--- config.mk ---
export PLATFORM = sky130hd
export DESIGN_NAME = register_file
export DESIGN_NICKNAME = d
export VERILOG_FILES = /design/src/source/rv_isa_pkg.sv /design/src/source/register_file.sv
export SDC_FILE = /design/constraint.sdc
export NUM_CORES = 2
export LEC_CHECK = 0
export BUFFER_PORTS_ARGS = -buffer_cell sky130_fd_sc_hd__buf_2
export CAP_MARGIN = 25
export CELL_PAD_IN_SITES_DETAIL_PLACEMENT = 1
export CELL_PAD_IN_SITES_GLOBAL_PLACEMENT = 2
export CORE_UTILIZATION = 44
export DETAILED_ROUTE_END_ITERATION = 12
export MAX_ROUTING_LAYER = met4
export PLACE_DENSITY = 0.77
export SYNTH_ARGS = -nofsm -noshare
export SYNTH_HDL_FRONTEND = slang
export SYNTH_SLANG_ARGS = --single-unit
export TNS_END_PERCENT = 30
--- constraint.sdc ---
create_clock -name clk -period 2.6 [get_ports clk]
set_input_delay 0.26 -clock clk [delete_from_list [all_inputs] [get_ports clk]]
set_output_delay 0.26 -clock clk [all_outputs]
set_load 0.01 [all_outputs]
--- src/source/rv_isa_pkg.sv ---
`default_nettype none

package rv_isa_pkg;

    localparam int XLEN = 32;
    localparam int REG_ADDR_W = 5;
    localparam int OPCODE_W = 7;
    localparam int FUNCT3_W = 3;

    // major opcodes of the supported subset
    typedef enum logic [OPCODE_W-1:0] {
        OP     = 7'b0110011,
        OP_IMM = 7'b0010011,
        LOAD   = 7'b0000011,
        STORE  = 7'b0100011,
        BRANCH = 7'b1100011,
        SYSTEM = 7'b1110011
    } opcode_e;

    // funct3 codes; 000 doubles as BEQ/ECALL, 010 as the word width of LW/SW
    typedef enum logic [FUNCT3_W-1:0] {
        F3_ADD = 3'b000,
        F3_SLT = 3'b010,
        F3_XOR = 3'b100,
        F3_OR  = 3'b110,
        F3_AND = 3'b111
    } funct3_e;

    localparam logic [6:0] FUNCT7_SUB = 7'b0100000;
    localparam logic [XLEN-1:0] ECALL_WORD = 32'h0000_0073;

endpackage

`default_nettype wire

--- src/source/register_file.sv ---
`timescale 1ns/1ps
`default_nettype none

module register_file
    import rv_isa_pkg::*;
(
    input  logic                  clk,
    input  logic                  reset_n,
    input  logic [REG_ADDR_W-1:0] rs1,
    input  logic [REG_ADDR_W-1:0] rs2,
    input  logic                  wr_en,
    input  logic [REG_ADDR_W-1:0] wr_rd,
    input  logic [XLEN-1:0]       wr_data,
    output logic [XLEN-1:0]       rs1_data,
    output logic [XLEN-1:0]       rs2_data
);

    logic [XLEN-1:0] regs [2**REG_ADDR_W];

    always_ff @(posedge clk or negedge reset_n) begin
        if (!reset_n) begin
            regs <= '{default: '0};
        end else if (wr_en && wr_rd != '0) begin
            regs[wr_rd] <= wr_data;
        end
    end

    // x0 is hardwired, same-cycle write goes straight through
    assign rs1_data = (rs1 == '0) ? '0 :
                      (wr_en && wr_rd == rs1) ? wr_data : regs[rs1];
    assign rs2_data = (rs2 == '0) ? '0 :
                      (wr_en && wr_rd == rs2) ? wr_data : regs[rs2];

endmodule

`default_nettype wire

* Yosys cells after proc, flatten, opt, wreduce, memory -nomap -nowiden
Cells that the tools add are included.
** Word-level totals
- Input bits :: 50
- Word-level logic and storage cells :: 61
- Bits in registers :: 1024
** Operators by class
- Bitwise gates (word level) :: 3
- Multiplexer cells :: 13
- Equality and inequality tests :: 2
- $lt $le $gt $ge :: 4
- Reduce and logical (&&, ||, !) cells :: 7
** Operators with widths (number)
- 1024-bit bitwise mux :: 1
- 32-bit binary-select mux with 5-bit select :: 2
- 32-bit two-way mux :: 9
- 32-bit demux with 5-bit select :: 1
- 6-bit greater-or-equal comparator (second input constant) :: 3
- 5-bit inverter with 6-bit output :: 3
- 5-bit equality test :: 2
- 5-bit zero test :: 2
- 6-bit by 1-bit less-than comparator with 1-bit output (second input constant) :: 1
- 5-bit nonzero test :: 1
- 1-bit logical AND :: 4

* Longest topological paths before layout
- Depth in word-level cells :: 6
- Mapped depth :: 10
- Depth with buffers taken out :: 5

* Least setup slack after synthesis
OpenSTA, ideal clock, no wires.
- Path type :: input to output
- Start point :: input rs2[0]
- End point :: output rs2_data[7]
- Cell stages on the path :: 7
- Arrival time :: 2.073 ns
- Setup slack :: 0.267 ns
- Buffers on the path :: 3
- Path through :: buf_4 > buf_2 > buf_2 > mux4_2 > a22oi_1 > nand2_1 > a221o_1
** On the way
- Cells in the longest elaborated chain, start to end :: 6
- Elaborated cells between the ends (all ways) :: 9
** Ends and longest elaborated chain
- from (decl) :: RTL line register_file.sv:10 : input logic [REG_ADDR_W-1:0] rs2,
- 5-bit inverter with 6-bit output (not written as such) :: RTL line register_file.sv:32 : (wr_en && wr_rd == rs2) ? wr_data : regs[rs2];
- 32-bit binary-select mux with 5-bit select :: RTL line register_file.sv:32
- 32-bit two-way mux (not written as such) (2 in series) :: RTL line register_file.sv:32
- 32-bit two-way mux :: RTL line register_file.sv:32
- 32-bit two-way mux (*) :: RTL line register_file.sv:31 : assign rs2_data = (rs2 == '0) ? '0 :
- to (decl) :: RTL line register_file.sv:15 : output logic [XLEN-1:0] rs2_data
Every way passes the cells marked *; elsewhere a longest branch is shown, timed or not. The select of a mux whose other input is x is not followed.

* Worst setup path in the final report
- Start point :: register regs[925] in the netlist's numbering
- End point :: output rs1_data[29]
** On the way
- Cells in the longest elaborated chain, start to end :: 5
** Ends and longest elaborated chain
- from (decl) :: RTL line register_file.sv:18 : logic [XLEN-1:0] regs [2**REG_ADDR_W];
- from (signal, indexed assignment) :: RTL line register_file.sv:24 : regs[wr_rd] <= wr_data;
- 32-bit binary-select mux with 5-bit select :: RTL line register_file.sv:30 : (wr_en && wr_rd == rs1) ? wr_data : regs[rs1];
- 32-bit two-way mux (not written as such) (2 in series) :: RTL line register_file.sv:30
- 32-bit two-way mux :: RTL line register_file.sv:30
- 32-bit two-way mux :: RTL line register_file.sv:29 : assign rs1_data = (rs1 == '0) ? '0 :
- to (decl) :: RTL line register_file.sv:14 : output logic [XLEN-1:0] rs1_data,
Every way passes these cells. The select of a mux whose other input is x is not followed.

==> impl_results.md <==
- CTS buffer count: 116
- Max Cap Violations: 0
- Io pins: around 110
- Core Region: around 120000 sq um
- HP Start: wr_data[10]
- F_max: about 0.34 GHz
- Overall power: ~50000 uW
- Fin. Hold Viols: 0
- Synth async-reset ratio: 100.0%
- Post-Synthesis Cells: 3673
- CP Data Arrival Time: around 2.7 ns
- Fin crit share: 113.5%
- Peak VDD IR: between 0.0006 and 0.0007 V
- Leak Pwr: about 0.028 uW
- Biggest regs: regs (1024)
- Slew Limit Fails: 0
- # clock sinks: ~1k
- Antenna violations before repair: 8
- #FFs+latches synth: slightly above 1k
- Vias/cell: approximately 6.6
- Worst Hold Path EP: regs[842]$_DFFE_PN0P_
- Clock latency on the worst-skew pair: a little over 0.7 ns
- Port bufs: around 110
- Reg2Reg Setup Slack: around 1.7 ns
- EDFF count, synth: 0
- Die width: approximately 350 microns
- Starting Density: between 40% and 50%
- ANT nets after route: 0
- First-pass GRT wire length: 287.8 mm
- Area Growth Syn to Fin: 19.32%
- Setup CP Type: flip-flop to output pin
- Clock period minus final worst setup slack: 2.952 ns
- H-tree Lvls: 3
- Vert. Die Dim: between 300 and 400 microns
- Violated checks: setup timing
- Clock slew at reported path FFs: 0.06 ns
- Largest Register: regs
- Remaining DRCs: 0
- FF-to-FF Start: regs[586]$_DFFE_PN0P_
- Largest net degree at the start of global routing: 110
- Yosys warnings: 0
- Share of cells above drive strength 1: 55.33%
- Hold crit path type: input pin to flip-flop
- Synth unique cells: 53
- Pwr Density: 753.0 nW/um^2
- Row count: between 100 and 150
- Vias in the first global route: 39.86k
- DR iter-0 viols: about 3.2k
- Hold Path Depth: 2
- Post-synthesis area per instance: roughly 15 sq um
- Full die area: about 130000 sq um
- Synth Flop Type: dfrtp_1
- CTS tree: built
- GP Congestion: 0.8776
- Reg2reg path depth: 2
- Final worst slack: -0.3519 ns
- Drt total wl: ~200 mm
- Syn Nets: 3723
- Largest register FFs: about 1.0k
- Relative slew slack: between 30% and 40%
- Sequential fraction of the synthesis area: between 40% and 50%
- Unrepaired setup endpoints after global routing: yes
- RR Endpoint: regs[586]$_DFFE_PN0P_
- Routed len/inst: between 30 and 40 microns
- Post-layout util: a little over half
- Max Fanout on Critical Path: 3
- Tot GR Track Use: between 30% and 40%
- Final setup fails: 62
- Setup crit start kind: flip-flop
- Critical Path RT: 2.34 ns
- DR pass1 iterations: 5
- Critical path capture point type: output pin
- Total grt overflow: 0
- Via count: roughly 37k
- Most common cell after layout, fill and taps aside: dfrtp_1
- Clk root buf: clkbuf_16
- Most frequent cells in the layout: dfrtp_1 (1024), mux2_2 (897), mux4_2 (412), buf_4 (321), mux2i_1 (217)
- Nets: around 4.0k
- Synthesized area: 54540 sq um
- Status: complete, but fails checks
- Worst-Margin Slew: 1.045 ns
- DP HPWL: 124.2 mm
- Setup Skew: 0 ns
- Clk buf depth: 3
## final cells by class
class / count / area, sq um
antenna: 4 / 10.01
clock buffer: 176 / 3441
clock inverter: 40 / 495.5
fill: 11510 / 57270
inverter: 1 / 3.754
multi-input combinational: 2211 / 28040
sequential: 1024 / 25620
tap: 1625 / 2033
timing repair buffer: 553 / 5439
## worst max-delay path by stage
stage | from | to | slack [ns] | cells after the start
3_3_place_gp | rs2[0] | rs2_data[2] | -0.67 | 9
2_1_floorplan | rs2[0] | rs2_data[7] | 0.27 | 7
6_report | regs[925]$_DFFE_PN0P_ | rs1_data[29] | -0.35 | 6
3_5_place_dp | rs1[0] | rs1_data[22] | -0.26 | 9
4_1_cts | regs[596]$_DFFE_PN0P_ | rs1_data[20] | -0.40 | 7
5_1_grt | regs[596]$_DFFE_PN0P_ | rs1_data[20] | -0.46 | 7
## where the power goes
group | total (uW) | switching [uW] | internal [uW]
clock network | 17100 | 6990 | 10100
logic | 10600 | 4440 | 6150
registers | 21400 | 2380 | 19000
## Yosys cell counts, types with 6 or more instances
library cell  instances  share of area (%)
xnor2_1               8               0.13
a221o_1              12               0.22
mux2i_1             227                4.2
dfrtp_1            1024                 47
a2111oi_0            26               0.42
o21a_1                8               0.11
a2111oi_2            15               0.41
o21ai_0              10              0.092
o22a_1                6              0.096
a21oi_1              84               0.77
mux4_2              412                 17
o221ai_1             43               0.69
buf_4                23               0.32
a22o_1               71                1.1
a221oi_1              6              0.096
a32o_1               10               0.18
a22oi_1              95                1.3
o211ai_1             17               0.23
nand2_1              38               0.26
nand3b_1              7              0.096
mux2_2              898                 19
o22ai_1              44               0.50
nor2_1               24               0.17
buf_6                15               0.31
o221a_1               9               0.19
clkbuf_1            249                1.7
mux2_1               97                2.0
buf_1                62               0.43
nor2b_1               7              0.080
buf_2                88               0.81
## stage by stage
stage / setup WS, ns / instance area, sq um / hold WS (ns) / instances / TNS, ns
global route: -0.4628 / 65080 / 0.1964 / 5633 / -15.99
finish: -0.3519 / 65080 / 0.1852 / 5634 / -12.03
floorplan: 0.2666 / 54540 / -0.03559 / 3673 / 0
global placement: -0.6661 / 59990 / 0.1599 / 5372 / -6.568
CTS: -0.4049 / 64820 / 0.1291 / 5619 / -15.11
detailed placement: -0.2625 / 59990 / 0.1587 / 5373 / -10.43
## per-layer routing
metal | up-vias | global-route usage [%] | share of wire [%]
met5 | - | - | 0
met4 | 0 | 11.98 | 3.8
met1 | 20590 | 43.97 | 43
li1 | 14840 | - | -
met3 | 401 | 5.392 | 6.9
met2 | 1489 | 49.30 | 47
## worst max-delay path: stages (launching register included)
cell       delay [ns]
dfrtp_1          0.41
mux4_2           0.51
a22o_1           0.21
a2111oi_2        0.34
a21oi_1          0.11
a22o_1           0.22
buf_2            0.15
## logic make-up after synthesis
logic type	share of synthesized area (%)
AO/OA/AOI/OAI	6.622
buffers and inverters	3.581
flip-flops	46.98
AND/OR/NAND/NOR	0.9383
multiplexers	41.72
XOR/XNOR	0.1606
## what timing repair did
| action | in CTS | in global routing |
|---|---|---|
| resized for setup | 138 | 29 |
| buffers inserted | 29 | 11 |
| endpoints found under the setup margin | 64 | 64 |
| pin swaps | 72 | 28 |
| hold buffers | 4 | 0 |
| endpoints found under the hold margin | 784 | 0 |
No activity file was read; power rests on OpenSTA's default activity.
