--- src/source/core_pkg.sv ---
`default_nettype none

package core_pkg;

    // internal ALU operations
    typedef enum logic [2:0] {
        ALU_ADD,
        ALU_SUB,
        ALU_AND,
        ALU_OR,
        ALU_XOR,
        ALU_SLT
    } alu_op_e;

    // fetch run state
    typedef enum logic [1:0] {
        IDLE,
        RUN,
        HALT
    } run_state_e;

    localparam int DEF_IMEM_WORDS = 256;
    localparam int DEF_DMEM_WORDS = 256;

endpackage

`default_nettype wire

--- src/source/rv_isa_pkg.sv ---
`default_nettype none

package rv_isa_pkg;

    localparam int XLEN = 32;
    localparam int REG_ADDR_W = 5;
    localparam int OPCODE_W = 7;
    localparam int FUNCT3_W = 3;

    // major opcodes of the supported subset
    typedef enum logic [OPCODE_W-1:0] {
        OP     = 7'b0110011,
        OP_IMM = 7'b0010011,
        LOAD   = 7'b0000011,
        STORE  = 7'b0100011,
        BRANCH = 7'b1100011,
        SYSTEM = 7'b1110011
    } opcode_e;

    // funct3 codes; 000 doubles as BEQ/ECALL, 010 as the word width of LW/SW
    typedef enum logic [FUNCT3_W-1:0] {
        F3_ADD = 3'b000,
        F3_SLT = 3'b010,
        F3_XOR = 3'b100,
        F3_OR  = 3'b110,
        F3_AND = 3'b111
    } funct3_e;

    localparam logic [6:0] FUNCT7_SUB = 7'b0100000;
    localparam logic [XLEN-1:0] ECALL_WORD = 32'h0000_0073;

endpackage

`default_nettype wire

--- src/source/decode_stage.sv ---
`timescale 1ns/1ps
`default_nettype none

module decode_stage
    import rv_isa_pkg::*;
    import core_pkg::*;
(
    input  logic                  clk,
    input  logic                  reset_n,
    input  logic [XLEN-1:0]       instr,
    input  logic                  in_valid,
    input  logic [XLEN-1:0]       in_pc,
    input  logic                  flush,
    input  logic [XLEN-1:0]       rs1_data,
    input  logic [XLEN-1:0]       rs2_data,
    input  logic                  ex_load,
    input  logic [REG_ADDR_W-1:0] ex_rd,
    output logic [REG_ADDR_W-1:0] rs1,
    output logic [REG_ADDR_W-1:0] rs2,
    output logic                  stall,
    output logic                  halt_req,
    output logic                  illegal,
    output logic                  d_valid,
    output logic [XLEN-1:0]       d_pc,
    output logic [REG_ADDR_W-1:0] d_rd,
    output logic [REG_ADDR_W-1:0] d_rs1,
    output logic [REG_ADDR_W-1:0] d_rs2,
    output logic [XLEN-1:0]       d_op1,
    output logic [XLEN-1:0]       d_op2,
    output logic [XLEN-1:0]       d_imm,
    output alu_op_e               d_alu_op,
    output logic                  d_use_imm,
    output logic                  d_load,
    output logic                  d_store,
    output logic                  d_branch,
    output logic                  d_reg_write
);

    opcode_e opcode;
    funct3_e funct3;
    logic [6:0] funct7;
    logic [REG_ADDR_W-1:0] rd;
    logic legal, ecall, use_imm, is_load, is_store, is_branch, reg_write;
    logic uses_rs1, uses_rs2, live, issue;
    alu_op_e alu_op;
    logic [XLEN-1:0] imm;

    assign opcode = opcode_e'(instr[6:0]);
    assign funct3 = funct3_e'(instr[14:12]);
    assign funct7 = instr[31:25];
    assign rd = instr[11:7];
    assign rs1 = instr[19:15];
    assign rs2 = instr[24:20];

    always_comb begin
        legal = 1'b1;
        ecall = 1'b0;
        use_imm = 1'b0;
        is_load = 1'b0;
        is_store = 1'b0;
        is_branch = 1'b0;
        reg_write = 1'b0;
        uses_rs1 = 1'b1;
        uses_rs2 = 1'b0;
        alu_op = ALU_ADD;
        imm = {{20{instr[31]}}, instr[31:20]};
        case (opcode)
            OP: begin
                uses_rs2 = 1'b1;
                reg_write = 1'b1;
                legal = (funct7 == '0) || (funct7 == FUNCT7_SUB && funct3 == F3_ADD);
                case (funct3)
                    F3_ADD: alu_op = (funct7 == FUNCT7_SUB) ? ALU_SUB : ALU_ADD;
                    F3_SLT: alu_op = ALU_SLT;
                    F3_XOR: alu_op = ALU_XOR;
                    F3_OR: alu_op = ALU_OR;
                    F3_AND: alu_op = ALU_AND;
                    default: legal = 1'b0;
                endcase
            end
            OP_IMM: begin
                // only ADDI in the subset
                legal = (funct3 == F3_ADD);
                use_imm = 1'b1;
                reg_write = 1'b1;
            end
            LOAD: begin
                legal = (funct3 == F3_SLT);
                use_imm = 1'b1;
                is_load = 1'b1;
                reg_write = 1'b1;
            end
            STORE: begin
                legal = (funct3 == F3_SLT);
                use_imm = 1'b1;
                is_store = 1'b1;
                uses_rs2 = 1'b1;
                imm = {{20{instr[31]}}, instr[31:25], instr[11:7]};
            end
            BRANCH: begin
                legal = (funct3 == F3_ADD);
                is_branch = 1'b1;
                uses_rs2 = 1'b1;
                imm = {{19{instr[31]}}, instr[31], instr[7], instr[30:25], instr[11:8], 1'b0};
            end
            SYSTEM: begin
                legal = (instr == ECALL_WORD);
                ecall = legal;
                uses_rs1 = 1'b0;
            end
            default: legal = 1'b0;
        endcase
    end

    assign live = in_valid && !flush;

    // load in execute feeding this instruction costs one bubble
    assign stall = live && legal && ex_load && ex_rd != '0 &&
                   ((uses_rs1 && rs1 == ex_rd) || (uses_rs2 && rs2 == ex_rd));
    assign halt_req = live && ecall;
    assign issue = live && legal && !stall;

    always_ff @(posedge clk or negedge reset_n) begin
        if (!reset_n) begin
            d_valid <= 1'b0;
            d_load <= 1'b0;
            d_store <= 1'b0;
            d_branch <= 1'b0;
            d_reg_write <= 1'b0;
            illegal <= 1'b0;
        end else begin
            d_valid <= issue;
            d_load <= issue && is_load;
            d_store <= issue && is_store;
            d_branch <= issue && is_branch;
            d_reg_write <= issue && reg_write && rd != '0;
            illegal <= live && !legal;
        end
    end

    always_ff @(posedge clk) begin
        d_pc <= in_pc;
        d_rd <= rd;
        d_rs1 <= rs1;
        d_rs2 <= rs2;
        d_op1 <= rs1_data;
        d_op2 <= rs2_data;
        d_imm <= imm;
        d_alu_op <= alu_op;
        d_use_imm <= use_imm;
    end

endmodule

`default_nettype wire

--- config.mk ---
export PLATFORM = sky130hd
export DESIGN_NAME = decode_stage
export DESIGN_NICKNAME = d
export VERILOG_FILES = /design/src/source/core_pkg.sv /design/src/source/rv_isa_pkg.sv /design/src/source/decode_stage.sv
export SDC_FILE = /design/constraint.sdc
export NUM_CORES = 1
export LEC_CHECK = 0
export ABC_AREA = 1
export BUFFER_PORTS_ARGS = -buffer_cell sky130_fd_sc_hd__buf_2
export CORE_AREA = 2 2 117 119
export CTS_CLUSTER_DIAMETER = 80
export DETAILED_ROUTE_END_ITERATION = 10
export DIE_AREA = 0 0 119 121
export PLACE_DENSITY = 0.73
export SYNTH_ARGS = -nofsm -noshare
export SYNTH_HDL_FRONTEND = slang
export SYNTH_SLANG_ARGS = --single-unit
--- constraint.sdc ---
create_clock -name clk -period 1.55 [get_ports clk]
set_clock_uncertainty 0.15 [all_clocks]
set_input_delay 0.2325 -clock clk [delete_from_list [all_inputs] [get_ports clk]]
set_output_delay 0.2325 -clock clk [all_outputs]
set_load 0.005 [all_outputs]
After elaboration in Yosys (flattened, before gate mapping)
Cells that the tools add are included.

Word-level logic and storage cells: 73. Bits of input ports: 138. Output and inout port bits: 165. Flip-flop bits (word level): 134.

Eq/ne operators: 14. Reduce and logical (&&, ||, !) cells: 31. Multiplexer cells: 13.

Operators with widths (number): $eq 32x7->1 const B (1); $pmux 12 s2 (1); $eq 7x6->1 const B (3); $logic_and 1x1->1 (16); $pmux 3 s5 (1); $eq 7x7->1 const B (2); $eq 5x5->1 (2); $mux 1 (10); $reduce_bool 5->1 (2); $eq 3x3->1 const B (3); $reduce_or 3->1 (3); $eq 7x2->1 const B (1); $eq 7x5->1 const B (1); $logic_not 7->1 (1); $reduce_or 5->1 (1); $pmux 1 s4 (1); $reduce_or 2->1 (2); $eq 3x2->1 const B (1); $logic_not 1->1 (3); $logic_not 3->1 (1); $logic_or 1x1->1 (2).

Logic depth before layout (Yosys ltp)
Depth in word-level cells: 13. Depth in mapped cells: 10. Mapped depth without buffers: 10.

Worst setup path before layout
Ideal clock, no wire load.

Kind: input -> output. Start: input instr[2]. End: output stall. Stages on the path: 9. Slack: 0.228 ns. Data arrival time: 0.940 ns. Data required time: 1.167 ns. Path buffers: 0. Cells stage by stage: inv_1 nand2_2 nor2_4 nand3_1 nor2_1 nand2_1 nand3_2 nand2_1 nor2_1.

Cells in the longest elaborated chain, start to end: 7. Elaborated cells between the ends (all ways): 20. Those cells by class: 7 x eq/ne; 3 x mux; 10 x reduce/logical.

Ends and longest elaborated chain: from (decl) (RTL line decode_stage.sv:10) `input logic [XLEN-1:0] instr,`; $eq 7x7->1 (tied with other cells) (RTL line decode_stage.sv:67) `case (opcode)`; $reduce_or 2->1 (no source line); $pmux 1 s4 (RTL line decode_stage.sv:67); $logic_and 1x1->1 (3 in series) (RTL line decode_stage.sv:118) `assign stall = live && legal && ex_load && ex_rd != '0 &&`; $logic_and 1x1->1 (*) (RTL line decode_stage.sv:118); to (decl) (RTL line decode_stage.sv:20) `output logic stall,`.

Mark *: on every way between the ends. The rest lies on a longest branch, timed or not.

Worst setup path after layout
Start: input instr[29]. End: output stall.

Cells in the longest elaborated chain, start to end: 9. Elaborated cells between the ends (all ways): 11. Those cells by class: 2 x eq/ne; 2 x mux; 7 x reduce/logical.

Ends and longest elaborated chain: $eq 7x6->1 (RTL line decode_stage.sv:71) `legal = (funct7 == '0) || (funct7 == FUNCT7_SUB && funct3 == F3_ADD);`; $logic_and 1x1->1 (RTL line decode_stage.sv:71); $logic_or 1x1->1 (RTL line decode_stage.sv:71); $mux 1 (RTL line decode_stage.sv:72) `case (funct3)`; $pmux 1 s4 (*) (RTL line decode_stage.sv:67); $logic_and 1x1->1 (*) (4 in series) (RTL line decode_stage.sv:118).

Marks and branches as above.

==> summary.txt <==
Outcome
  – Status: finished, violations left
  – Violated checks: negative setup slack

Yosys
  – Post-Syn Area: 3664 um^2
  – Top FF cell, synth: dfxtp_1
  – Synthesized area per cell: 11.48 um^2
  – Cell variety after synth: 25
  – Gate Count Post-Synth: 319
  – Synth Warn #: 0
  – EDFF count, synth: 0
  – Syn_nets: 457
  – Number of synthesized register bits: 134
  – Seq/Total Area, Yosys: 0.7404
  – Synth async-reset ratio: 0.04478

STA
  – Period Utilization, post-route: 1.075
  – Max Freq: 0.6002 GHz
  – Tmin final: 1.666 ns
  – Slew @ Worst Pin: 0.2579 ns
  – Setup WS post-layout: -0.1162 ns
  – Slew margin rel.: 0.8268
  – Setup_tns: -0.2260 ns
  – Worst Hold Margin: 0.04813 ns
  – RSZ-0062 raised after global routing: yes
  – Hold Fails Final Rpt: 0
  – Final setup fails: 2
  – Max-slew violation count: 0

Global routing
  – Pin count of the biggest net entering global routing: 21
  – Grt total ovfl: 0
  – Global-route wire length before repair: 21,310 um
  – Overall Global Routing Usage: 0.1968
  – Initial antenna violation count: 3
  – Number of global-route vias before repair: 4,225

Critical path
  – Critical path class: in2out
  – Critical path required time: 1.17 ns
  – CP peak stage delay: 0.15 ns
  – Critical Path Sink Type: output pin
  – Slowest cell on crit path: nor2_4
  – Critical Path Start Type: input port
  – Most used cell, CP: nand2_1
  – Crit path cell chain: buf_2 -> nor2_4 -> nand2_1 -> nor2_2 -> nand2_2 -> nor2_2 -> nand2_1 -> nand3_2 -> nand2_1 -> nor2_1 -> buf_2
  – Worst-path fanout max: 3
  – Crit path DAT: 1.28 ns

Cells and area
  – Area grow syn2layout: 102.4%
  – Layout fillers: 1,066
  – Post-layout util: 0.5666
  – Commonest non-fill, non-tap cells in the layout: buf_2 (300), dfxtp_1 (128), dlygate4sd3_1 (122)
  – Ratio of cells with drive above 1 in the final layout: 0.5114
  – Commonest non-fill, non-tap cell in the layout: buf_2
  – Final net count: 917

Placement
  – Global placement routability congestion: 0.8775
  – DP Worst Slack: -0.1448 ns
  – IO Port Bufs: 302
  – Dpl hpwl: 9821 um

Clock tree
  – Reg clk slew, reported paths: 0.06 ns
  – Clock Tree Buf Depth: 2
  – CTS Root Cell: clkbuf_16
  – H-tree depth: 4
  – Total CTS buffers: 17
  – Sink Count: 134
  – CTS tree: done

Detailed routing
  – Vias: 3,991
  – Detailed Route WL: 14,100 um
  – DRT antenna net count: 0
  – First-pass iteration count of the detailed router: 4
  – Number of remaining DRC errors: 0
  – Vias per cell: 4.110
  – Starting DRT DRC Count: 108
  – Avg WL per Cell: 14.52 um

Worst hold path
  – Hold Path Class: in2async

Floorplan
  – IO Pins: 303
  – Die height: 121 um
  – Initial Util: 0.2800
  – Row count: 42
  – Die ar.: 14,400 um^2
  – Die extent in x: 119 um
  – Core area: 13,090 um^2

Power and ir drop
  – Worst VDD drop: 0.5496 mV
  – Internal power: 0.006479 W
  – Sw Share: 0.2348
  – Power per Cell Area: 1142 nW/um^2
  – Comb power frac: 0.109
  – Psw: 0.001988 W
  – Pleak: 3.813 nW
  – Seq pwr share: 0.433
  – Clock Power Share: 0.458

Run
  – Max Cap Viol: 0
logic make-up after synthesis:
family	count (synthesis)	synth area share
buf+inv	62	0.09324
compound gates	10	0.01605
flops	134	0.7404
mux	1	0.003074
simple gates	108	0.1376
xor+xnor	4	0.009565
state kept, by name, indices dropped and copies added, names as in the netlist, 3 cells and up:
register	count
d_rs1	5
d_alu_op	3
d_rd	5
d_op2	32
d_imm	13
d_pc	32
d_rs2	5
d_op1	32
power by group through the flow:
stage,combinational (W),clock (W),sequential [W]
6_report,0.000925,0.00387,0.00367
5_1_grt,0.00100,0.00415,0.00368
4_1_cts,0.000903,0.00397,0.00367
3_5_place_dp,0.000637,0,0.00374
3_3_place_gp,0.000629,0,0.00373
2_1_floorplan,0.000149,0,0.00377
layer usage:
metal | track usage | routed length (um) | vias to the layer above | part of all wire
met1 | 0.1836 | 4718 | 1816 | 0.33
met4 | 0.1131 | 707 | 0 | 0.050
met3 | 0.07378 | 1087 | 54 | 0.077
met5 | 0 | 0 | - | 0
met2 | 0.3664 | 7584 | 230 | 0.54
li1 | - | - | 1891 | -
critical path, delay by kind of cell:
family | cells | cell delay [ns]
buf+inv | 2 | 0.25
simple gates | 9 | 0.80
cells in the mapped netlist, types with 3 or more instances:
cell type    n  area, um^2
buf_4       29       217.7
dfrtp_1      6       150.1
dfxtp_1    128        2562
inv_1       31       116.4
nand2_1     45       168.9
nand3_1      6       30.03
nand3_2      3       30.03
nand4_1      7       43.79
nor2_1      32       120.1
nor3_1       6       30.03
o21ai_0      5       25.02
xor2_1       3       26.28
layout make-up:
type | count | area, um^2 | area share
clock inverters | 14 | 141.4 | 0.01907
flip-flops and latches | 134 | 2713 | 0.3658
multi-input cells | 123 | 663.1 | 0.08944
diodes | 3 | 7.507 | 0.001012
repair buffers | 470 | 3107 | 0.4190
well taps | 176 | 220.2 | 0.02970
inverters | 33 | 123.9 | 0.01671
clock buffers | 18 | 439.2 | 0.05923
path summary, 6_finish.rpt:
kind                            from               endpoint  depth (start not counted)
max                        instr[29]                  stall                         11
min                          reset_n  d_reg_write$_DFF_PN0_                          2
max in group asynchronous    reset_n      d_valid$_DFF_PN0_                          2
min in group clk            instr[5]       d_load$_DFF_PN0_                          4
per-stage QoR:
stage | power [W] | area, um^2 | instances
after floorplan | 0.003922 | 3664 | 319
after global placement | 0.004362 | 5463 | 806
after detailed placement | 0.004376 | 5463 | 806
after CTS | 0.008542 | 7346 | 964
after global routing | 0.008829 | 7415 | 971
final | 0.008468 | 7415 | 971
what timing repair did:
item	CTS	global route
gates resized for setup	15	8
endpoints found under the hold margin	131	0
buffers inserted	3	4
pin swaps	5	8
setup endpoints to repair	2	3
hold buffers	123	0
Power figures use the tool's default switching activity.
