File: src/source/core_pkg.sv
`default_nettype none

package core_pkg;

    // internal ALU operations
    typedef enum logic [2:0] {
        ALU_ADD,
        ALU_SUB,
        ALU_AND,
        ALU_OR,
        ALU_XOR,
        ALU_SLT
    } alu_op_e;

    // fetch run state
    typedef enum logic [1:0] {
        IDLE,
        RUN,
        HALT
    } run_state_e;

    localparam int DEF_IMEM_WORDS = 256;
    localparam int DEF_DMEM_WORDS = 256;

endpackage

`default_nettype wire

File: src/source/rv_isa_pkg.sv
`default_nettype none

package rv_isa_pkg;

    localparam int XLEN = 32;
    localparam int REG_ADDR_W = 5;
    localparam int OPCODE_W = 7;
    localparam int FUNCT3_W = 3;

    // major opcodes of the supported subset
    typedef enum logic [OPCODE_W-1:0] {
        OP     = 7'b0110011,
        OP_IMM = 7'b0010011,
        LOAD   = 7'b0000011,
        STORE  = 7'b0100011,
        BRANCH = 7'b1100011,
        SYSTEM = 7'b1110011
    } opcode_e;

    // funct3 codes; 000 doubles as BEQ/ECALL, 010 as the word width of LW/SW
    typedef enum logic [FUNCT3_W-1:0] {
        F3_ADD = 3'b000,
        F3_SLT = 3'b010,
        F3_XOR = 3'b100,
        F3_OR  = 3'b110,
        F3_AND = 3'b111
    } funct3_e;

    localparam logic [6:0] FUNCT7_SUB = 7'b0100000;
    localparam logic [XLEN-1:0] ECALL_WORD = 32'h0000_0073;

endpackage

`default_nettype wire

File: src/source/fetch_unit.sv
`timescale 1ns/1ps
`default_nettype none

module fetch_unit
    import rv_isa_pkg::*;
    import core_pkg::*;
#(
    parameter int IMEM_WORDS = 256
) (
    input  logic                          clk,
    input  logic                          reset_n,
    input  logic                          start,
    input  logic                          stall,
    input  logic                          redirect,
    input  logic [XLEN-1:0]               redirect_pc,
    input  logic                          halt_req,
    output logic [$clog2(IMEM_WORDS)-1:0] imem_address,
    output logic                          fetch_valid,
    output logic [XLEN-1:0]               fetch_pc,
    output logic                          halted
);

    localparam int IDX_W = $clog2(IMEM_WORDS);

    run_state_e      state;
    logic [XLEN-1:0] pc;
    logic [XLEN-1:0] read_pc;

    // on a stall the word in decode is read again
    assign read_pc = stall ? fetch_pc : pc;
    assign imem_address = read_pc[IDX_W+1:2];
    assign halted = (state == HALT);

    always_ff @(posedge clk or negedge reset_n) begin
        if (!reset_n) begin
            state <= IDLE;
            pc <= '0;
            fetch_valid <= 1'b0;
            fetch_pc <= '0;
        end else begin
            case (state)
                RUN: begin
                    if (halt_req) begin
                        state <= HALT;
                        fetch_valid <= 1'b0;
                    end else if (redirect) begin
                        // read in flight is on the wrong path
                        pc <= redirect_pc;
                        fetch_valid <= 1'b0;
                    end else if (!stall) begin
                        pc <= pc + 32'd4;
                        fetch_pc <= pc;
                        fetch_valid <= 1'b1;
                    end
                end
                default: begin
                    fetch_valid <= 1'b0;
                    if (start) begin
                        state <= RUN;
                        pc <= '0;
                    end
                end
            endcase
        end
    end

endmodule

`default_nettype wire

File: config.mk
export PLATFORM = sky130hd
export DESIGN_NAME = fetch_unit
export DESIGN_NICKNAME = d
export VERILOG_FILES = /design/src/source/core_pkg.sv /design/src/source/rv_isa_pkg.sv /design/src/source/fetch_unit.sv
export SDC_FILE = /design/constraint.sdc
export NUM_CORES = 1
export LEC_CHECK = 0
export BUFFER_PORTS_ARGS = -buffer_cell sky130_fd_sc_hd__buf_2
export CORE_MARGIN = 2
export CORE_UTILIZATION = 54
export CTS_BUF_LIST = sky130_fd_sc_hd__clkbuf_16
export CTS_CLUSTER_SIZE = 24
export DETAILED_ROUTE_END_ITERATION = 6
export PLACE_DENSITY = 0.8
export RECOVER_POWER = 100
export SLEW_MARGIN = 10
export SYNTH_ARGS = -nofsm -noshare
export SYNTH_HDL_FRONTEND = slang
export SYNTH_SLANG_ARGS = --single-unit
File: constraint.sdc
create_clock -name clk -period 2.6 [get_ports clk]
set_input_delay 0.39 -clock clk [delete_from_list [all_inputs] [get_ports clk]]
set_output_delay 0.39 -clock clk [all_outputs]
set_load 0.02 [all_outputs]
======== Yosys cells after proc, flatten, opt, wreduce, memory -nomap -nowiden ========
Cells that the tools add are included.
cells by class
  add/sub/neg operators ................... 1
  eq/ne operators ......................... 6
  multiplexer cells ....................... 13
  bitwise gates (word level) .............. 3
  reduce and logical (&&, ||, !) cells .... 5
operators with widths
  kind                     count
  $mux W32                 5
  $add A32 B3 Y32 const B  1
  $mux W10                 1
  $mux W2                  3
  $reduce_and A3 Y1        2
  $mux W1                  4
  $ne A2 B2 Y1 const B     2
  $ne A4 B4 Y1 const B     1
  $reduce_and A4 Y1        1
  $ne A3 B3 Y1 const B     1
  $not A1 Y1               3
  $eq A2 B1 Y1 const B     1
  $eq A2 B2 Y1 const B     1
  $reduce_and A2 Y1        1
  $reduce_bool A2 Y1       1
word-level totals
  register bits after elaboration ......... 67
  input bits .............................. 38
  output and inout port bits .............. 42
  logic and storage cells ................. 33

======== Longest topological paths before layout ========
Gate-level depths: netlist (run 1).
  depth in word-level cells ............... 5
  depth in mapped cells ................... 8
  depth with buffers taken out ............ 6

======== Least setup slack after synthesis (run 1) ========
No wires, ideal clock.
  path type ............................... register -> register
  start point ............................. reg pc[2]
  end point ............................... reg pc[16]
  setup time .............................. 0.138 ns
  arrival time ............................ 1.740 ns
  path slack .............................. 0.722 ns
  stages on the path, launching flop included .. 7
  path through ............................ dfrtp_1 ha_1 nand3_1 nor4_4 a31oi_1 a2111oi_0 a21oi_1
on the way
  cells in the longest elaborated chain, start to end .. 5
RTL lines
  item                    line              source
  start, declared         fetch_unit.sv:26  logic [XLEN-1:0] pc;
  start signal, assigned  fetch_unit.sv:48  pc <= redirect_pc;
  start signal, assigned  fetch_unit.sv:51  pc <= pc + 32'd4;
  $add A32 B3 Y32         fetch_unit.sv:51
  $mux W32                fetch_unit.sv:50  end else if (!stall) begin
  $mux W32                fetch_unit.sv:46  end else if (redirect) begin
  $mux W32                fetch_unit.sv:43  if (halt_req) begin
  $mux W32                fetch_unit.sv:41  case (state)
No other way between the ends. The select of a mux whose other input is x is not followed.
A chain may end at the register's enable or synchronous reset.

======== Worst setup path in the final report (run 1) ========
Ends and elaborated chain as after synthesis.

==> impl_metrics.csv, run 1 <==
group,metric,value,unit
outcome,status,"finished clean",
floorplanning,die_x,83.35,um
timing,timing.slew.headroom,19.72,%
clocking,clkTransAtPathRegs,60,ps
timing,fmax,420.5,MHz
route,num_vias,3151,
floorplanning,dieArea,6946,sq um
route,wire_per_inst,16.30,um
logic_synthesis,synthArstFlopShare,100.0,%
logic_synthesis,synth_edf_count,0,
global_route,grt_use_total,26.58,%
power_and_ir_drop,p_sw,1.709,mW
clocking,holdBufCountCts,0,
timing,timing.final.ws_setup,221.9,ps
final_layout,fin_nets,497,
final_layout,fin_area,4188,sq um
final_layout,fillerInstances,501,
global_route,use_met3,3.777,%
worst_setup_path,arrival,2570,ps
floorplanning,core_area,5991,sq um
worst_setup_path,worstSetupEndpointType,"register",
clocking,cts_root_buf,"clkbuf_16",
global_route,grt_util_met2,41.06,%
global_route,grt_overflow,0,
logic_synthesis,synth_area_per_cell,9.065,sq um
clocking,cts_resized,0,
final_layout,syn_to_final_growth,23.19,%
place,placed_area,3933,sq um
route,drt-total-wl,8769,um
logic_synthesis,synth_warnings,0,
route,drcViolationCount,0,
clocking,cts_tree,"built",
power_and_ir_drop,pwr-share-clk,30.8,%
clocking,clock-sinks,67,
timing,fin_crit,2378,ps
power_and_ir_drop,powerDensity,1081,nW/um^2
logic_synthesis,syn_nets,414,
global_route,grt_start_max_net_pins,33,
worst_setup_path,crit_path_start_kind,"register",
floorplanning,std_cell_rows,28,
logic_synthesis,yosysSeqAreaShare,49.32,%
logic_synthesis,ys_ff_latch,67,
logic_synthesis,yosys.area.top_type,"dfrtp_1",
timing,rsz0062_at_grt,"no",
timing,setup_viol,0,
place,port_buffers,79,
global_route,antenna_found_initial,0,
logic_synthesis,syn_area,3400,sq um
place,hpwl,6060,um
timing,timing.hold.ws,266.3,ps
hold_path,hp-class,"input pin to register",
worst_setup_path,path_class,"register to register",
power_and_ir_drop,swShare,37.74,%
timing,slew_viol_final,0,
final_layout,layout-drive-gt1-share,17.49,%
power_and_ir_drop,p_leak,1.993,nW
power_and_ir_drop,ir_worst_vdd,0.6337,mV
route,ant_nets,0,
clocking,cts_setup_buffers,0,
worst_setup_path,crit_required,2790,ps
place,routabilityCongestion,0.8712,
timing,period_share,91.46,%
power_and_ir_drop,total_power,4.527,mW
logic_synthesis,synth_cell_types,46,
global_route,grt_pass1_vias,3014,
power_and_ir_drop,internal_power,2.819,mW
clocking,worstSkewPairLatency,330,ps
power_and_ir_drop,p_seq_share,39.3,%
job,maxCapViolCount,0,
timing,finClkSkew,5.757,ps
route,drtPass1Iterations,5,
place,placed_cells,522,
floorplanning,fp.dieH,83.35,um
clocking,clock_path_buffers,2,
clocking,numCtsBuffers,9,
logic_synthesis,synthMostInstantiatedCell,"nand2_1",
route,routed_via_density,5.857,
logic_synthesis,synthTopCellsByArea,"dfrtp_1 (49%), nand2_1 (8.7%), o21ai_0 (5.6%), mux2_2 (5.0%), nor2_1 (3.1%)",
floorplanning,start_util,56.75,%
logic_synthesis,synth_top_flop_cell,"dfrtp_1",
logic_synthesis,postSynthCellCount,375,
timing,fin_setup_tns,0,ps
logic_synthesis,synth.top_cell.area_share,49.32,%
worst_setup_path,path_max_fanout,9,
timing,hold_viol_final,0,
place,preCtsSetupSlack,364.0,ps
clocking,ctsHtreeMaxLevel,3,
final_layout,fin_cells,538,
global_route,grt_first_pass_wirelength,14840,um
timing,worst_slew_pin_slew,1204,ps
logic_synthesis,synth_common_cells,"nand2_1 (79), dfrtp_1 (67), o21ai_0 (38), nor2_1 (28), a21oi_1 (17)",
final_layout,final_util,69.90,%
route,drtIter0Drc,244,
global_route,grt_use_met1,38.40,%
floorplanning,ioPinCount,80,
power_and_ir_drop,p_comb_share,29.9,%
final_layout,diodes,0,
global_route,busiest_layer,"met2",
[final cells by class]
cell class / count / area, sq um / area share [%]
Clock buffer: 9 / 225.2 / 5.378
Clock inverter: 7 / 116.4 / 2.779
Sequential cell: 67 / 1677 / 40.04
Inverter: 9 / 33.78 / 0.8067
Timing Repair Buffer: 92 / 432.9 / 10.34
Multi-Input combinational cell: 279 / 1609 / 38.42
Tap cell: 75 / 93.84 / 2.241
[sequential cells by signal, summed over array words and instances, names as in the netlist]
name	flops
fetch_pc	32
fetch_valid	1
pc	32
state	2
[cells in the final DEF, fill, tap and decap left out, types with 3 or more instances in the layout]
master / count
nor3_1: 8
buf_2: 41
nand2_1: 79
clkbuf_1: 44
mux2_2: 10
nand3_1: 12
nand4_1: 9
nand2b_1: 5
buf_4: 5
o311ai_0: 5
inv_1: 9
dfrtp_1: 67
and3_1: 4
nor2_1: 28
xor2_1: 4
a22oi_1: 13
mux2_1: 5
nor4_1: 3
mux2i_1: 5
a21oi_1: 17
clkbuf_16: 9
and2_1: 4
bufinv_16: 3
a31oi_1: 3
o21ai_0: 38
[kinds of logic after synthesis]
group | count (synthesis) | synth area share (%)
AND/OR/NAND/NOR | 165 | 23.45
AO/OA/AOI/OAI | 89 | 15.97
flip-flops | 67 | 49.32
buffers and inverters | 29 | 3.423
multiplexers | 20 | 6.441
XOR/XNOR | 4 | 1.030
adder cells (fa/ha/maj) | 1 | 0.3680
[power by group through the flow]
stage	Clock, mW	Sequential (mW)	Combinational (mW)
final	1.40	1.78	1.35
after global routing	1.44	1.84	1.49
after CTS	1.40	1.77	1.45
after detailed placement	0	1.78	1.44
after global placement	0	1.75	1.40
after floorplan	0	1.99	0.664
[layer usage]
layer,up-vias,wire [um],part of all wire (%)
li1,1500,-,-
met4,0,174,2.0
met3,17,512,5.8
met2,119,4196,48
met5,-,0,0
met1,1515,3885,44
[path summary, 6_finish.rpt]
check | slack, ps | end | startpoint | cells past startpoint
worst max-delay path | 220 | pc[16] | pc[2] | 6
worst min-delay path | 270 | pc[0] | redirect_pc[0] | 3
worst max register to register | 220 | pc[16] | pc[2] | 6
worst min register to register | 470 | fetch_pc[0] | pc[0] | 2
max in group asynchronous | 710 | fetch_pc[16] | reset_n | 2
min in group asynchronous | 290 | pc[18] | reset_n | 1
[worst max-delay path: stages (launching register included)]
cell and delay [ps]:
dfrtp_1 420, ha_1 250, nand3_1 240, nor4_4 560, a31oi_1 180, a2111oi_0 510, a21oi_1 80
No activity file was read; power rests on OpenSTA's default activity.
==> inputs of run 2 (changes only) <==
Settings changed: ABC_AREA from default to 1, CORE_UTILIZATION 54 to 55, REMOVE_ABC_BUFFERS from default to 1.
==> run 2 against run 1 <==
Net effect:
- the run now ends with capacitance limit, slew limit left
- critical path type unchanged
- sequential share of layout area decreased by 2.7 points
- register-to-register slack better by 240 ps
- combinational power is 25% higher
==> impl_metrics.csv, run 2 <==
group,metric,value,unit
worst_setup_path,arrival,2380,ps
floorplanning,core_area,6719,sq um
timing,period_share,82.31,%
clocking,cts_tree,"built",
final_layout,fillerInstances,597,
logic_synthesis,synth_cell_types,26,
worst_setup_path,critical_path.max_stage_delay,500,ps
clocking,cts_setup_buffers,0,
logic_synthesis,syn_area,3777,sq um
global_route,grt_start_max_net_pins,51,
place,hpwl,6813,um
route,wire_per_inst,14.11,um
timing,rsz0062_at_grt,"no",
floorplanning,std_cell_rows,30,
global_route,grt_pass1_vias,3694,
final_layout,final_cell_mix,"nand2_1 (199), nor2_1 (86), dfrtp_1 (67)",
final_layout,layout-drive-gt1-share,10.72,%
worst_setup_path,worstSetupEndpointType,"register",
timing,fin_crit,2140,ps
logic_synthesis,yosysSeqAreaShare,44.39,%
hold_path,hp-class,"input pin to register",
logic_synthesis,synth_edf_count,0,
floorplanning,ioPinCount,80,
clocking,worstSkewPairLatency,330,ps
power_and_ir_drop,internal_power,3.102,mW
logic_synthesis,synth.top_cell.area_share,44.39,%
worst_setup_path,path_max_fanout,22,
worst_setup_path,crit_chain,"inv_1, nand2_1, nor3_4, inv_1, clkbuf_1, nor2_1, nand2_1, o21ai_0",
power_and_ir_drop,pwr-share-clk,30.9,%
worst_setup_path,crit_family,"simple AND/OR/NAND/NOR gates",
clocking,numCtsBuffers,9,
worst_setup_path,reg2reg_slack,460,ps
power_and_ir_drop,ir_worst_vdd,0.6550,mV
worst_setup_path,path_class,"register to register",
logic_synthesis,synth_common_cells,"nand2_1 (197), nor2_1 (86), dfrtp_1 (67), inv_1 (43)",
power_and_ir_drop,powerDensity,1144,nW/um^2
clocking,clkTransAtPathRegs,60,ps
floorplanning,fp.dieH,86.88,um
logic_synthesis,synth_top_flop_cell,"dfrtp_1",
route,num_vias,3805,
clocking,ctsHtreeMaxLevel,3,
global_route,grt_use_total,28.15,%
clocking,cts_root_buf,"clkbuf_16",
route,wl_met2,4641,um
outcome,violations,"capacitance limit, slew limit",
route,drt-total-wl,9950,um
final_layout,reg.largest.list,"fetch_pc: 32 flops, pc: 32 flops, state: 2 flops",
clocking,holdBufCountCts,0,
place,routabilityCongestion,0.9358,
clocking,clock-sinks,67,
floorplanning,die_x,86.88,um
worst_setup_path,cp.buffers_inverters,3,
global_route,grt_first_pass_wirelength,16620,um
timing,timing.slew.headroom,-34.61,%
final_layout,final-seq-area,1677,sq um
timing,setup_viol,0,
final_layout,fin_cells,705,
logic_synthesis,synth_warnings,0,
global_route,antenna_found_initial,0,
logic_synthesis,postSynthCellCount,541,
timing,finClkSkew,4.405,ps
logic_synthesis,yosys.area.top_type,"dfrtp_1",
clocking,clock_path_buffers,2,
worst_setup_path,crit_required,2840,ps
route,drcViolationCount,0,
power_and_ir_drop,p_sw,2.035,mW
route,routed_via_density,5.397,
final_layout,final_common_cell,"nand2_1",
route,wl_met3,690,um
worst_setup_path,cpMaxStageDelayCell,"clkbuf_1",
worst_setup_path,crit_path_start_kind,"register",
timing,worst_slew_pin_slew,2019,ps
final_layout,fin_nets,659,
route,drtIter0Drc,331,
power_and_ir_drop,swShare,39.61,%
timing,slew_viol_final,69,
logic_synthesis,synthTopCellsByArea,"dfrtp_1 (44%), nand2_1 (20%), nor2_1 (8.5%), nand3_1 (4.9%), o21ai_0 (4.9%)",
route,ant_nets,0,
logic_synthesis,synthMostInstantiatedCell,"nand2_1",
final_layout,multi_input_area,1778,sq um
clocking,cts_resized,0,
final_layout,syn_to_final_growth,18.91,%
global_route,grt_overflow,0,
timing,hold_viol_final,0,
logic_synthesis,ys_ff_latch,67,
timing,fin_setup_tns,0,ps
floorplanning,start_util,56.22,%
final_layout,diodes,0,
power_and_ir_drop,p_leak,2.072,nW
job,maxCapViolCount,2,
timing,fmax,467.3,MHz
route,drtPass1Iterations,5,
place,placed_cells,689,
logic_synthesis,synth_area_per_cell,6.982,sq um
route,drt-met1-wl,4413,um
route,top_layer,"met4",
power_and_ir_drop,p_comb_share,32.9,%
logic_synthesis,synthArstFlopShare,100.0,%
place,port_buffers,79,
outcome,status,"finished with violations",
floorplanning,dieArea,7547,sq um
power_and_ir_drop,p_seq_share,36.1,%
[run 2: cell count changes after synthesis, moves of 8 or more]
cell,previous run,this run
a21oi_1,17,2
a22oi_1,13,0
inv_1,9,43
mux2_2,15,0
nand2_1,79,197
nand3_1,12,37
nor2_1,28,86
nor3_1,8,0
o21ai_1,0,10
o21ai_2,0,10
[run 2: path summary, 6_finish.rpt]
kind                                     end  depth (start not counted)    startpoint
worst min register to register  fetch_pc[10]                          2  fetch_pc[10]
worst min-delay path                state[1]                          2         start
worst max register to register        pc[18]                          8      state[1]
max in group asynchronous             pc[30]                          2       reset_n
worst max-delay path                  pc[18]                          8      state[1]
min in group asynchronous        fetch_pc[1]                          2       reset_n
[run 2: cells by family (layout without fill, tap and decap cells)]
group / count (synthesis) / count (layout) / share of synthesized area [%]
flip-flops: 67 / 67 / 44.39
AO/OA/AOI/OAI: 69 / 69 / 10.50
adder cells (fa/ha/maj): 1 / 1 / 0.3312
buffers and inverters: 64 / 148 / 7.519
XOR/XNOR: 6 / 6 / 1.391
AND/OR/NAND/NOR: 334 / 334 / 35.87
[run 2: layout make-up]
| type | count | share of cell area, % |
|---|---|---|
| Multi-Input combinational cell | 410 | 39.58 |
| Tap cell | 80 | 2.228 |
| Clock buffer | 9 | 5.014 |
| Timing Repair Buffer | 85 | 8.273 |
| Inverter | 47 | 3.928 |
| Sequential cell | 67 | 37.33 |
| Clock inverter | 7 | 3.649 |
[run 2: metrics by stage]
step	setup WS [ps]	area [sq um]	total power, mW	hold slack [ps]	utilization (%)
final	460.0	4492	5.137	289.1	66.85
after detailed placement	620.2	4210	3.664	443.5	62.66
after floorplan	247.6	3670	3.018	94.41	-
after global routing	287.5	4492	5.467	311.8	66.85
after global placement	795.5	4210	3.596	440.9	62.66
after CTS	737.3	4599	5.276	95.73	68.45
[run 2: metal layers]
| layer | vias to the layer above | track usage, % |
|---|---|---|
| li1 | 1864 | - |
| met1 | 1752 | 38.39 |
| met2 | 164 | 45.25 |
| met3 | 25 | 3.602 |
| met4 | 0 | 12.07 |
| met5 | - | 0 |
[run 2: worst register-to-register path, stage by stage, from the launching register on]
cell,delay [ps]
dfrtp_1,350
inv_1,80
nand2_1,130
nor3_4,390
inv_1,150
clkbuf_1,500
nor2_1,300
nand2_1,80
o21ai_0,80
[run 2: power by group through the flow]
stage               clock, mW  sequential, mW  combinational, mW
finish                   1.59            1.86               1.69
global route             1.65            1.92               1.90
CTS                      1.60            1.84               1.84
detailed placement          0            1.85               1.82
global placement            0            1.83               1.77
floorplan                   0            2.06              0.954
==> inputs of run 3 (changes only) <==
Settings changed: ABC_AREA 1 to 0, CORE_UTILIZATION 55 to 54.
Clock period 2.6 ns to 2 ns, I/O delays scaled along.
==> run 3 against run 2 <==
Net effect:
- the flow still finishes with violations (capacitance limit, slew limit)
- critical path type unchanged
- combinational power up 5%
- via count down 18%
- core utilization increased by 2.8 points
- worst hold slack worse by 110 ps
- routed wire length shrank 15%
- highest routed layer unchanged
- largest cell class is now sequential cells
- die area decreased by 8.0%
- sequential share of layout area up 2.9 points
- maximum frequency is 16% higher
- flip-flop and latch count unchanged
- setup slack got worse by 300 ps
- critical path depth decreased by 3
- non-clock buffer count up 11
==> impl_metrics.csv, run 3 (synthesis gave the netlist of run 1 again) <==
group,metric,value,unit
timing,slew_viol_final,68,
final_layout,diodes,0,
worst_setup_path,reg2reg_slack,160,ps
route,drtPass1Iterations,4,
final_layout,layout-drive-gt1-share,19.91,%
route,wire_per_inst,15.51,um
clocking,clock-sinks,67,
worst_setup_path,worstRegToRegCells,5,
timing,timing.hold.ws,179.3,ps
timing,hold_viol_final,0,
outcome,violations,"capacitance limit, slew limit",
worst_setup_path,crit_chain,"nand2b_1, a22oi_1, buf_2, o21ai_0, o311ai_1",
floorplanning,fp.dieH,83.35,um
final_layout,final_cell_mix,"nand2_1 (79), dfrtp_1 (64), buf_2 (41), clkbuf_1 (41), o21ai_0 (38)",
timing,period_share,91.93,%
floorplanning,ioPinCount,80,
global_route,grt_overflow,0,
clocking,holdBufCountCts,0,
timing,finClkSkew,3.954,ps
route,num_vias,3132,
final_layout,multi_input_area,1617,sq um
outcome,status,"finished with violations",
worst_setup_path,r2r_start,"state[1]",
place,port_buffers,79,
final_layout,reg.largest.list,"fetch_pc: 32 flops, pc: 32 flops, state: 2 flops",
clocking,numCtsBuffers,9,
clocking,worstSkewPairLatency,330,ps
worst_setup_path,cp.buffers_inverters,1,
timing,fin_crit,1839,ps
global_route,antenna_found_initial,0,
worst_setup_path,crit_path_start_kind,"register",
place,hpwl,5634,um
timing,rsz0062_at_grt,"no",
route,drtIter0Drc,277,
worst_setup_path,crit_required,2220,ps
route,routed_via_density,5.779,
global_route,grt_use_total,25.07,%
clocking,cts_root_buf,"clkbuf_16",
clocking,cts_tree,"built",
final_layout,fin_nets,501,
floorplanning,start_util,56.75,%
clocking,ctsHtreeMaxLevel,3,
job,maxCapViolCount,1,
clocking,clkTransAtPathRegs,50,ps
worst_setup_path,crit_family,"compound AO/OA/AOI/OAI gates",
hold_path,hp-class,"input pin to register",
final_layout,fillerInstances,494,
power_and_ir_drop,ir_worst_vdd,0.9061,mV
worst_setup_path,crit_path_end,"pc[24]",
timing,worst_slew_pin_slew,1662,ps
place,routabilityCongestion,0.8163,
final_layout,syn_to_final_growth,22.75,%
route,ant_nets,0,
global_route,grt_first_pass_wirelength,14060,um
global_route,grt_pass1_vias,3032,
worst_setup_path,worstSetupEndpointType,"register",
floorplanning,std_cell_rows,28,
worst_setup_path,path_class,"register to register",
worst_setup_path,cp_num_cells,5,
power_and_ir_drop,p_leak,1.982,nW
worst_setup_path,path_max_fanout,10,
power_and_ir_drop,powerDensity,1307,nW/um^2
timing,timing.slew.headroom,-10.81,%
worst_setup_path,r2r-end,"pc[24]",
floorplanning,die_x,83.35,um
final_layout,final-seq-area,1680,sq um
route,drcViolationCount,0,
floorplanning,core_area,5991,sq um
worst_setup_path,cpMaxStageDelayCell,"a22oi_1",
clocking,clock_path_buffers,2,
worst_setup_path,arrival,2060,ps
worst_setup_path,critPathLaunch,"state[1]",
hold_path,min_path_cells,3,
hold_path,min_from,"redirect_pc[1]",
timing,fmax,543.9,MHz
final_layout,final_common_cell,"nand2_1",
timing,setup_viol,0,
worst_setup_path,critical_path.max_stage_delay,570,ps
power_and_ir_drop,total_power,5.453,mW
route,drt-total-wl,8408,um
global_route,grt_start_max_net_pins,68,
floorplanning,dieArea,6946,sq um
-- run 3: per-layer routing --
metal	GRT usage [%]	up-vias	share of wire [%]
met1	31.65	1500	44
met3	6.660	13	6.2
met2	40.54	105	48
met4	11.03	0	1.8
met5	0	-	0
li1	-	1514	-
-- run 3: final cells by class --
type,instances,share of cell area [%]
Clock buffer,9,5.397
Clock inverter,7,0.8696
Inverter,9,0.8096
Multi-Input combinational cell,279,38.74
Sequential cell,67,40.27
Tap cell,75,2.249
Timing Repair Buffer,96,11.66
-- run 3: how the worst min path moves through the flow --
| stage | end | slack [ps] |
|---|---|---|
| after global placement | fetch_pc[17] | 350 |
| after floorplan | fetch_pc[0] | 4 |
| final | pc[1] | 180 |
| after detailed placement | fetch_pc[17] | 350 |
| after CTS | fetch_pc[17] | 3 |
| after global routing | pc[0] | 190 |
-- run 3: metrics by stage --
step / utilization, % / area [sq um] / setup WS [ps] / cells / setup TNS [ps]
global route: 69.65 / 4173 / 3.818 / 542 / 0
floorplan: - / 3317 / -1200 / 355 / -51750
finish: 69.65 / 4173 / 161.5 / 542 / 0
global placement: 66.44 / 3980 / 170.9 / 525 / 0
detailed placement: 66.44 / 3980 / 68.21 / 525 / 0
CTS: 70.80 / 4242 / 60.36 / 541 / 0
-- run 3: worst min-delay path, delay by kind of cell --
family          cells  cell delay, ps
buf+inv             1              80
compound gates      1              60
simple gates        1              40
-- run 3: where the power goes --
part           total (mW)  switching [mW]  internal [mW]
Combinational        1.77            1.16          0.615
Clock                1.38           0.564          0.819
Sequential           2.30           0.439           1.86
Total                5.45            2.16           3.29
-- run 3: repair_timing --
item,CTS,global route
setup buffers,0,1
resized for setup,0,5
endpoints found under the setup margin,0,4
